===== src/source/intra_cfg.svh =====
`ifndef INTRA_CFG_SVH
`define INTRA_CFG_SVH

// Frame geometry in pixels
// The width must be a multiple of the 4x4 block size
`define INTRA_FRAME_W 16
`define INTRA_FRAME_H 16

// Luma sample width
`define INTRA_PIX_BITS 8

// Substitute for a neighbor that lies outside the picture
`define INTRA_NA_PIXEL 128

// Address width of the reconstructed-frame store
`define INTRA_ADDR_BITS $clog2(`INTRA_FRAME_W * `INTRA_FRAME_H)

`endif

===== src/source/intra_pkg.sv =====
`include "intra_cfg.svh"

package intra_pkg;

    typedef enum logic [1:0] {
        mode_vertical,
        mode_horizontal,
        mode_dc,
        mode_diag_down_left
    } pred_mode_t;

    typedef enum logic [1:0] {
        fetch_idle,
        fetch_read,
        fetch_last
    } fetch_state_t;

    // Residual samples are two's complement, raster order, index 0 top left
    typedef struct packed {
        logic [7:0]                          blk_row;
        logic [7:0]                          blk_col;
        pred_mode_t                          mode;
        logic [15:0][`INTRA_PIX_BITS:0]      residual;
    } blk_req_t;

    typedef struct packed {
        logic [7:0][`INTRA_PIX_BITS-1:0]     top;
        logic [3:0][`INTRA_PIX_BITS-1:0]     left;
        logic [`INTRA_PIX_BITS-1:0]          corner;
    } neighbors_t;

    typedef struct packed {
        logic [15:0][`INTRA_PIX_BITS-1:0]    pix;
    } pix_block_t;

    // Raster address of pixel (y, x) in the frame store
    function automatic logic [`INTRA_ADDR_BITS-1:0] pix_addr(input int y, input int x);
        return (`INTRA_ADDR_BITS)'(y * `INTRA_FRAME_W + x);
    endfunction

endpackage


===== src/source/intra_recon_top.sv =====
`timescale 1ns/10ps
`include "intra_cfg.svh"

module intra_recon_top (
    input  logic                   clk,
    input  logic                   rst,
    input  logic                   start,
    input  intra_pkg::blk_req_t    req,
    output logic                   busy,
    output logic                   done,
    output intra_pkg::pix_block_t  recon
);
    import intra_pkg::*;

    blk_req_t                        req_q;
    logic                            busy_q;
    logic                            go;
    logic                            accept;
    logic                            rd_en;
    logic [`INTRA_ADDR_BITS-1:0]     rd_addr;
    logic [`INTRA_PIX_BITS-1:0]      rd_data;
    logic                            wr_en;
    logic [`INTRA_ADDR_BITS-1:0]     wr_addr;
    logic [`INTRA_PIX_BITS-1:0]      wr_data;
    neighbors_t                      nbr;
    logic                            nbr_valid;
    pix_block_t                      pred;
    logic                            pred_valid;

    // ##############################
    // Request capture and busy
    // ##############################

    // Busy drops together with done so a new start can land right away
    assign busy   = busy_q && !done;
    assign accept = start && !busy;

    always_ff @(posedge clk) begin
        if (rst) begin
            busy_q <= 1'b0;
            go     <= 1'b0;
        end else begin
            go <= accept;
            if (done) begin
                busy_q <= 1'b0;
            end
            if (accept) begin
                busy_q <= 1'b1;
            end
        end
    end

    always_ff @(posedge clk) begin
        if (accept) begin
            req_q <= req;
        end
    end

    // ##############################
    // Pipeline
    // ##############################

    recon_store i_store (
        .clk     (clk),
        .rst     (rst),
        .rd_en   (rd_en),
        .rd_addr (rd_addr),
        .rd_data (rd_data),
        .wr_en   (wr_en),
        .wr_addr (wr_addr),
        .wr_data (wr_data)
    );

    neighbor_fetch i_fetch (
        .clk       (clk),
        .rst       (rst),
        .go        (go),
        .blk_row   (req_q.blk_row),
        .blk_col   (req_q.blk_col),
        .rd_en     (rd_en),
        .rd_addr   (rd_addr),
        .rd_data   (rd_data),
        .nbr       (nbr),
        .nbr_valid (nbr_valid)
    );

    intra_pred4x4 i_pred (
        .clk        (clk),
        .rst        (rst),
        .nbr        (nbr),
        .nbr_valid  (nbr_valid),
        .mode       (req_q.mode),
        .pred       (pred),
        .pred_valid (pred_valid)
    );

    block_recon i_recon (
        .clk        (clk),
        .rst        (rst),
        .pred       (pred),
        .pred_valid (pred_valid),
        .residual   (req_q.residual),
        .blk_row    (req_q.blk_row),
        .blk_col    (req_q.blk_col),
        .wr_en      (wr_en),
        .wr_addr    (wr_addr),
        .wr_data    (wr_data),
        .recon      (recon),
        .done       (done)
    );

endmodule


===== src/source/block_recon.sv =====
`timescale 1ns/10ps
`include "intra_cfg.svh"

module block_recon (
    input  logic                             clk,
    input  logic                             rst,
    input  intra_pkg::pix_block_t            pred,
    input  logic                             pred_valid,
    input  logic [15:0][`INTRA_PIX_BITS:0]   residual,
    input  logic [7:0]                       blk_row,
    input  logic [7:0]                       blk_col,
    output logic                             wr_en,
    output logic [`INTRA_ADDR_BITS-1:0]      wr_addr,
    output logic [`INTRA_PIX_BITS-1:0]       wr_data,
    output intra_pkg::pix_block_t            recon,
    output logic                             done
);
    import intra_pkg::*;

    pix_block_t                        clip_c;
    pix_block_t                        blk_q;
    logic signed [`INTRA_PIX_BITS+2:0] sum_v;
    logic                              active_q;
    logic [3:0]                        cnt;

    always_comb begin
        for (int i = 0; i < 16; i++) begin
            sum_v = $signed({3'b000, pred.pix[i]})
                  + (`INTRA_PIX_BITS+3)'($signed(residual[i]));
            if (sum_v < 0) begin
                clip_c.pix[i] = '0;
            end else if (sum_v > $signed((`INTRA_PIX_BITS+3)'({`INTRA_PIX_BITS{1'b1}}))) begin
                clip_c.pix[i] = '1;
            end else begin
                clip_c.pix[i] = sum_v[`INTRA_PIX_BITS-1:0];
            end
        end
    end

    // One pixel per cycle in raster order with cnt[3:2] as the row
    assign wr_en   = active_q;
    assign wr_data = blk_q.pix[cnt];
    assign wr_addr = pix_addr(int'(blk_row) * 4 + int'(cnt[3:2]),
                              int'(blk_col) * 4 + int'(cnt[1:0]));

    always_ff @(posedge clk) begin
        if (rst) begin
            active_q <= 1'b0;
            cnt      <= 4'd0;
            done     <= 1'b0;
        end else begin
            done <= active_q && cnt == 4'd15;
            if (pred_valid) begin
                active_q <= 1'b1;
                cnt      <= 4'd0;
            end else if (active_q) begin
                cnt <= cnt + 4'd1;
                if (cnt == 4'd15) begin
                    active_q <= 1'b0;
                end
            end
        end
    end

    always_ff @(posedge clk) begin
        if (pred_valid) begin
            blk_q <= clip_c;
        end
        if (active_q && cnt == 4'd15) begin
            recon <= blk_q;
        end
    end

endmodule


===== src/source/intra_pred4x4.sv =====
`timescale 1ns/10ps
`include "intra_cfg.svh"

module intra_pred4x4 (
    input  logic                   clk,
    input  logic                   rst,
    input  intra_pkg::neighbors_t  nbr,
    input  logic                   nbr_valid,
    input  intra_pkg::pred_mode_t  mode,
    output intra_pkg::pix_block_t  pred,
    output logic                   pred_valid
);
    import intra_pkg::*;

    pix_block_t                    pred_c;
    logic [`INTRA_PIX_BITS+2:0]    dc_sum;
    logic [`INTRA_PIX_BITS+1:0]    ddl_sum;
    int                            n;

    // ##############################
    // Prediction
    // ##############################

    always_comb begin
        dc_sum = (`INTRA_PIX_BITS+3)'(4);
        for (int k = 0; k < 4; k++) begin
            dc_sum = dc_sum + (`INTRA_PIX_BITS+3)'(nbr.top[k])
                            + (`INTRA_PIX_BITS+3)'(nbr.left[k]);
        end

        for (int y = 0; y < 4; y++) begin
            for (int x = 0; x < 4; x++) begin
                n = x + y;
                // The bottom-right sample repeats top 7 instead of reading past it
                if (n == 6) begin
                    ddl_sum = (`INTRA_PIX_BITS+2)'(nbr.top[6])
                            + (`INTRA_PIX_BITS+2)'(nbr.top[7]) * (`INTRA_PIX_BITS+2)'(3)
                            + (`INTRA_PIX_BITS+2)'(2);
                end else begin
                    ddl_sum = (`INTRA_PIX_BITS+2)'(nbr.top[n])
                            + ((`INTRA_PIX_BITS+2)'(nbr.top[n + 1]) << 1)
                            + (`INTRA_PIX_BITS+2)'(nbr.top[n + 2])
                            + (`INTRA_PIX_BITS+2)'(2);
                end

                case (mode)
                    mode_vertical:       pred_c.pix[y * 4 + x] = nbr.top[x];
                    mode_horizontal:     pred_c.pix[y * 4 + x] = nbr.left[y];
                    mode_dc:             pred_c.pix[y * 4 + x] = dc_sum[`INTRA_PIX_BITS+2:3];
                    mode_diag_down_left: pred_c.pix[y * 4 + x] = ddl_sum[`INTRA_PIX_BITS+1:2];
                endcase
            end
        end
    end

    // ##############################
    // Output register
    // ##############################

    always_ff @(posedge clk) begin
        if (rst) begin
            pred_valid <= 1'b0;
        end else begin
            pred_valid <= nbr_valid;
        end
    end

    always_ff @(posedge clk) begin
        if (nbr_valid) begin
            pred <= pred_c;
        end
    end

endmodule


===== src/source/neighbor_fetch.sv =====
`timescale 1ns/10ps
`include "intra_cfg.svh"

module neighbor_fetch (
    input  logic                         clk,
    input  logic                         rst,
    input  logic                         go,
    input  logic [7:0]                   blk_row,
    input  logic [7:0]                   blk_col,
    output logic                         rd_en,
    output logic [`INTRA_ADDR_BITS-1:0]  rd_addr,
    input  logic [`INTRA_PIX_BITS-1:0]   rd_data,
    output intra_pkg::neighbors_t        nbr,
    output logic                         nbr_valid
);
    import intra_pkg::*;

    fetch_state_t                       state;
    logic [3:0]                         idx_q;
    logic [3:0]                         cur_idx;
    logic                               issue;
    logic                               avail;
    logic                               row_first;
    logic                               col_first;
    logic                               col_last;
    logic                               cap_valid;
    logic                               cap_avail;
    logic [3:0]                         cap_idx;
    logic [`INTRA_PIX_BITS-1:0]         cap_pix;
    logic [12:0][`INTRA_PIX_BITS-1:0]   pix_q;
    logic [12:0][`INTRA_PIX_BITS-1:0]   pix_c;

    assign row_first = blk_row == 8'd0;
    assign col_first = blk_col == 8'd0;
    assign col_last  = blk_col == 8'(`INTRA_FRAME_W / 4 - 1);

    // Slot order is corner, top 0..7, left 0..3; the first read goes out with go
    assign issue   = (state != fetch_idle) || go;
    assign cur_idx = (state == fetch_idle) ? 4'd0 : idx_q;
    assign rd_en   = issue && avail;

    always_comb begin
        if (cur_idx == 4'd0) begin
            avail   = !row_first && !col_first;
            rd_addr = pix_addr(int'(blk_row) * 4 - 1, int'(blk_col) * 4 - 1);
        end else if (cur_idx <= 4'd8) begin
            // Top-right pixels are slots 5..8 and fall off the right edge
            avail   = !row_first && !(col_last && cur_idx >= 4'd5);
            rd_addr = pix_addr(int'(blk_row) * 4 - 1, int'(blk_col) * 4 + int'(cur_idx) - 1);
        end else begin
            avail   = !col_first;
            rd_addr = pix_addr(int'(blk_row) * 4 + int'(cur_idx) - 9, int'(blk_col) * 4 - 1);
        end
    end

    always_ff @(posedge clk) begin
        if (rst) begin
            state     <= fetch_idle;
            idx_q     <= 4'd0;
            cap_valid <= 1'b0;
            nbr_valid <= 1'b0;
        end else begin
            cap_valid <= issue;
            nbr_valid <= state == fetch_last;
            case (state)
                fetch_idle: begin
                    if (go) begin
                        state <= fetch_read;
                        idx_q <= 4'd1;
                    end
                end
                fetch_read: begin
                    idx_q <= idx_q + 4'd1;
                    if (idx_q == 4'd11) begin
                        state <= fetch_last;
                    end
                end
                default: state <= fetch_idle;
            endcase
        end
    end

    // Store data comes back one cycle after the read
    assign cap_pix = cap_avail ? rd_data : (`INTRA_PIX_BITS)'(`INTRA_NA_PIXEL);

    always_ff @(posedge clk) begin
        cap_idx   <= cur_idx;
        cap_avail <= avail;
        if (cap_valid) begin
            pix_q[cap_idx] <= cap_pix;
        end
    end

    // Last slot is passed straight through in the nbr_valid cycle
    always_comb begin
        pix_c = pix_q;
        if (cap_valid) begin
            pix_c[cap_idx] = cap_pix;
        end
        nbr.corner = pix_c[0];
        for (int k = 0; k < 8; k++) begin
            nbr.top[k] = pix_c[k + 1];
        end
        for (int k = 0; k < 4; k++) begin
            nbr.left[k] = pix_c[k + 9];
        end
    end

endmodule


===== src/source/recon_store.sv =====
`timescale 1ns/10ps
`include "intra_cfg.svh"

module recon_store (
    input  logic                         clk,
    input  logic                         rst,
    input  logic                         rd_en,
    input  logic [`INTRA_ADDR_BITS-1:0]  rd_addr,
    output logic [`INTRA_PIX_BITS-1:0]   rd_data,
    input  logic                         wr_en,
    input  logic [`INTRA_ADDR_BITS-1:0]  wr_addr,
    input  logic [`INTRA_PIX_BITS-1:0]   wr_data
);

    logic [`INTRA_PIX_BITS-1:0] frame [`INTRA_FRAME_W * `INTRA_FRAME_H];

    // ##############################
    // Power-up contents
    // ##############################

    // The frame starts black, so the first blocks see zeros wherever
    // a neighbor is inside the picture but not yet reconstructed
    initial begin
        for (int i = 0; i < `INTRA_FRAME_W * `INTRA_FRAME_H; i++) begin
            frame[i] = '0;
        end
    end

    // ##############################
    // Ports
    // ##############################

    always_ff @(posedge clk) begin
        if (wr_en) begin
            frame[wr_addr] <= wr_data;
        end
    end

    // Read before write on a shared address
    always_ff @(posedge clk) begin
        if (rst) begin
            rd_data <= '0;
        end else if (rd_en) begin
            rd_data <= frame[rd_addr];
        end
    end

endmodule


===== config.mk =====
export PLATFORM = sky130hd
export DESIGN_NAME = intra_recon_top
export DESIGN_NICKNAME = d
export VERILOG_FILES = /design/src/source/intra_pkg.sv /design/src/source/intra_recon_top.sv /design/src/source/block_recon.sv /design/src/source/intra_pred4x4.sv /design/src/source/neighbor_fetch.sv /design/src/source/recon_store.sv
export VERILOG_INCLUDE_DIRS = /design/src /design/src/source
export SDC_FILE = /design/constraint.sdc
export NUM_CORES = 2
export LEC_CHECK = 0
export ABC_AREA = 1
export BUFFER_PORTS_ARGS = -buffer_cell sky130_fd_sc_hd__buf_4
export CORE_AREA = 3 3 563 565
export DETAILED_ROUTE_END_ITERATION = 6
export DIE_AREA = 0 0 566 568
export PLACE_DENSITY = 0.58
export SLEW_MARGIN = 20
export SYNTH_ARGS = -nofsm -noshare
export SYNTH_HDL_FRONTEND = slang
export SYNTH_SLANG_ARGS = --single-unit

===== constraint.sdc =====
create_clock -name clk -period 14 [get_ports clk]
set_input_delay 1.4 -clock clk [delete_from_list [all_inputs] [get_ports clk]]
set_output_delay 1.4 -clock clk [all_outputs]
set_load 0.01 [all_outputs]

==> flow_metrics.tcl <==
set metrics [dict create \
    outcome "finished, final reports clean" \
    syn_to_final_growth_pct 12.5 \
    cts_resized 0 \
    die_area_um2 321000 \
    port_buffers 294 \
    dieWidth_um 566 \
    period_minus_slack_ns 6.90 \
    crit_family "adder cells" \
    setup_tns_ns 0 \
    synth_area_um2 125000 \
    cts-htree-levels 5 \
    p_per_area_nw_per_um2 131 \
    final_layout_size_suffix_gt1_share_pct 7.48 \
    path_clk_slew_ns 0.06 \
    min_path_type "reg -> reg" \
    cp_common_cell "nand2_1" \
    io_pins 295 \
    whs_path_depth 0 \
    critical_path_class "reg -> reg" \
    ctsHoldBuffers 0 \
    ant_nets 0 \
    rsz0062_at_grt "no" \
    core_um2 312000 \
    max-cap-violations 0 \
    clock_skew_ns 0.0877 \
    antenna_found_initial 17 \
    slew_headroom_pct 19.1 \
    vias 87500 \
    cts_setup_buffers 0 \
    wire_per_inst_um 23.6 \
    grt_usage_pct 22.9 \
    start_util_pct 40.0 \
    worstPathArrival_ns 7.53 \
    cp_num_cells 24 \
    yosysSeqAreaShare_pct 64.5 \
    clk_latency_ns 0.93 \
    setup_ws_ns 7.10 \
    grt_pass1_wl_um 557000 \
    synth_fp_nets 12200 \
    avgSynthCellArea_um2 10.7 \
    worst_pin_slew_ns 1.21 \
    clkSinkCount 2720 \
    synthTopCellsByArea "edfxtp_1 62%, nand3_1 6.9%, inv_1 6.1%" \
    cp-start-kind "register" \
    worstRegToRegCells 24 \
    synth_edf_count 2594 \
    drt_iter0_drc 10600 \
    ys.flop_type "edfxtp_1" \
    setup_viol 0 \
    grt_overflow_total 0 \
    cts_tree "yes" \
    finalMaxSlewViolations 0 \
    p_leak_nw 56.8 \
    first_global_vias 83000 \
    die_h_um 568 \
    ys_warn_count 0 \
    pre_cts_ws_ns 7.23 \
    rows 205 \
    synth_cell_types 50 \
    yosysTopAreaCellShare_pct 62.5 \
    grt_max_degree 217 \
    yosys.area.top_type "edfxtp_1" \
    ys_seq_elements 2720 \
    detailed_place_hpwl_um 235000 \
    worst-path-buf-inv 4 \
    vdd_drop_max_mv 0.137 \
    numCtsBuffers 298 \
    dr.pass1.iters 6 \
    clock.fmax_mhz 145 \
    viasPerCell 5.43 \
    cts_root_buffer "clkbuf_16" \
    hold_viol 0 \
    drcViolationCount 0 \
    routabilityCongestion 0.945 \
    wl_um 380000 \
    critPathMaxFanout 16 \
    path_cells "inv_1, nor3_2, nand2_1, o21ai_0, inv_1, fa_1, fa_1, fa_1, inv_1, fa_1, inv_1, ha_1, a21oi_1, o21ai_0, nand2_1, nand2_1, a21oi_1, nor2_1, or2_2, a21oi_1, nand2_1, nand2_1, o21ai_0, nand3b_1" \
    worstPathRequired_ns 14.63 \
    synth_cells 11700 \
    period_share_pct 49.3 \
    cts_buffer_depth 4 \
    end_kind "register" \
    crit_slowest_cell "o21ai_0" \
    slowest_delay_ns 0.68 \
    nets 12200 \
    synthArstFlopShare_pct 0 \
]
-- metal layers --
metal	track usage, %	vias to the layer above	share of wire, %
met5	0	-	0.0029
met4	7.78	2	3.6
met3	4.41	610	8.9
met2	35.2	3950	45
met1	32.5	42900	43
li1	-	40000	-
-- stage by stage --
| stage | hold WS, ns | util, % | power (W) | instance area (um2) | instances |
|---|---|---|---|---|---|
| after floorplan | 0.421 | - | 0.0101 | 125000 | 11700 |
| after global placement | 0.427 | 41.9 | 0.0108 | 131000 | 15600 |
| after detailed placement | 0.431 | 41.9 | 0.0108 | 131000 | 15600 |
| after CTS | 0.442 | 44.9 | 0.0185 | 140000 | 16100 |
| after global routing | 0.459 | 45.0 | 0.0190 | 140000 | 16100 |
| final | 0.443 | 45.0 | 0.0184 | 140000 | 16100 |
-- placed cells by master, fill, tap and decap left out, drive strengths merged, types with 9 or more instances in the layout --
cell type and count:
o211ai 232, bufinv 22, clkbuf 378, clkinvlp 16, buf 406, xnor2 47, o21a 9, inv 2042
dfxtp 126, nor3 25, edfxtp 2594, o22ai 21, diode 10, xor2 64, nand3 1723, fa 104
a21o 19, a21oi 197, ha 238, clkinv 108, nor2 496, o21bai 23, o221ai 13, nand2 1920
or2 22, a31oi 14, o21ai 531, nand4 547
-- Yosys cell counts (197+ instances only) --
master / n
nand4_1: 547
o21ai_0: 447
nand3_1: 1720
o211ai_1: 232
buf_2: 301
inv_1: 2028
ha_1: 238
nand2_1: 1917
a21oi_1: 197
edfxtp_1: 2594
clkbuf_1: 294
nor2_1: 495
-- worst register-to-register path: cells and delay by family (launching register included) --
kind,cells,cell delay (ns)
AO/OA/AOI/OAI,6,1.63
adder cells (fa/ha/maj),5,2.35
flip-flops,1,0.35
AND/OR/NAND/NOR,9,1.80
buffers and inverters,4,0.44
-- final timing paths --
path | start | to | slack (ns)
max | i_fetch.cap_valid$_SDFF_PP0_ | i_pred.pred[118]$_DFFE_PP_ | 7.10
min | i_recon.blk_q[15]$_SDFFCE_PN0P_ | i_recon.recon[15]$_DFFE_PP_ | 0.44
max reg2reg | i_fetch.cap_valid$_SDFF_PP0_ | i_pred.pred[118]$_DFFE_PP_ | 7.10
min reg2reg | i_recon.blk_q[15]$_SDFFCE_PN0P_ | i_recon.recon[15]$_DFFE_PP_ | 0.44
-- cells by family (layout without fill, tap and decap cells) --
family          after synthesis  count (layout)  share of synthesized area, %
compound gates             1070            1070                          4.98
flops                      2720            2720                          64.5
xor+xnor                    111             111                         0.780
buf+inv                    2683            2972                          8.41
fa+ha+maj                   342             342                          4.06
other cells                   0              10                             0
simple gates               4744            4744                          17.3
-- state kept, by name (all words and copies together), names as in the netlist, 2 cells and up --
name,cells
i_store.frame,2048
req_q,162
i_pred.pred,128
i_recon.blk_q,128
i_recon.recon,128
i_fetch.pix_q,96
i_store.rd_data,8
i_fetch.cap_idx,4
i_fetch.idx_q,4
i_recon.cnt,4
i_fetch.state,2
-- layout make-up --
class	count	area [um2]
inverters	2040	7680
multi-input cells	6267	34100
well taps	4140	5180
fillers	28900	172000
clock inverters	148	1630
flip-flops and latches	2720	80400
repair buffers	406	3310
clock buffers	378	7910
diodes	10	25.0
-- report_power, final --
part           internal, W  leakage [nW]  switching (W)
combinational     0.000508          27.8        0.00123
sequential         0.00892          24.4      0.0000259
clock              0.00444          4.59        0.00331
Power figures use the tool's default switching activity.
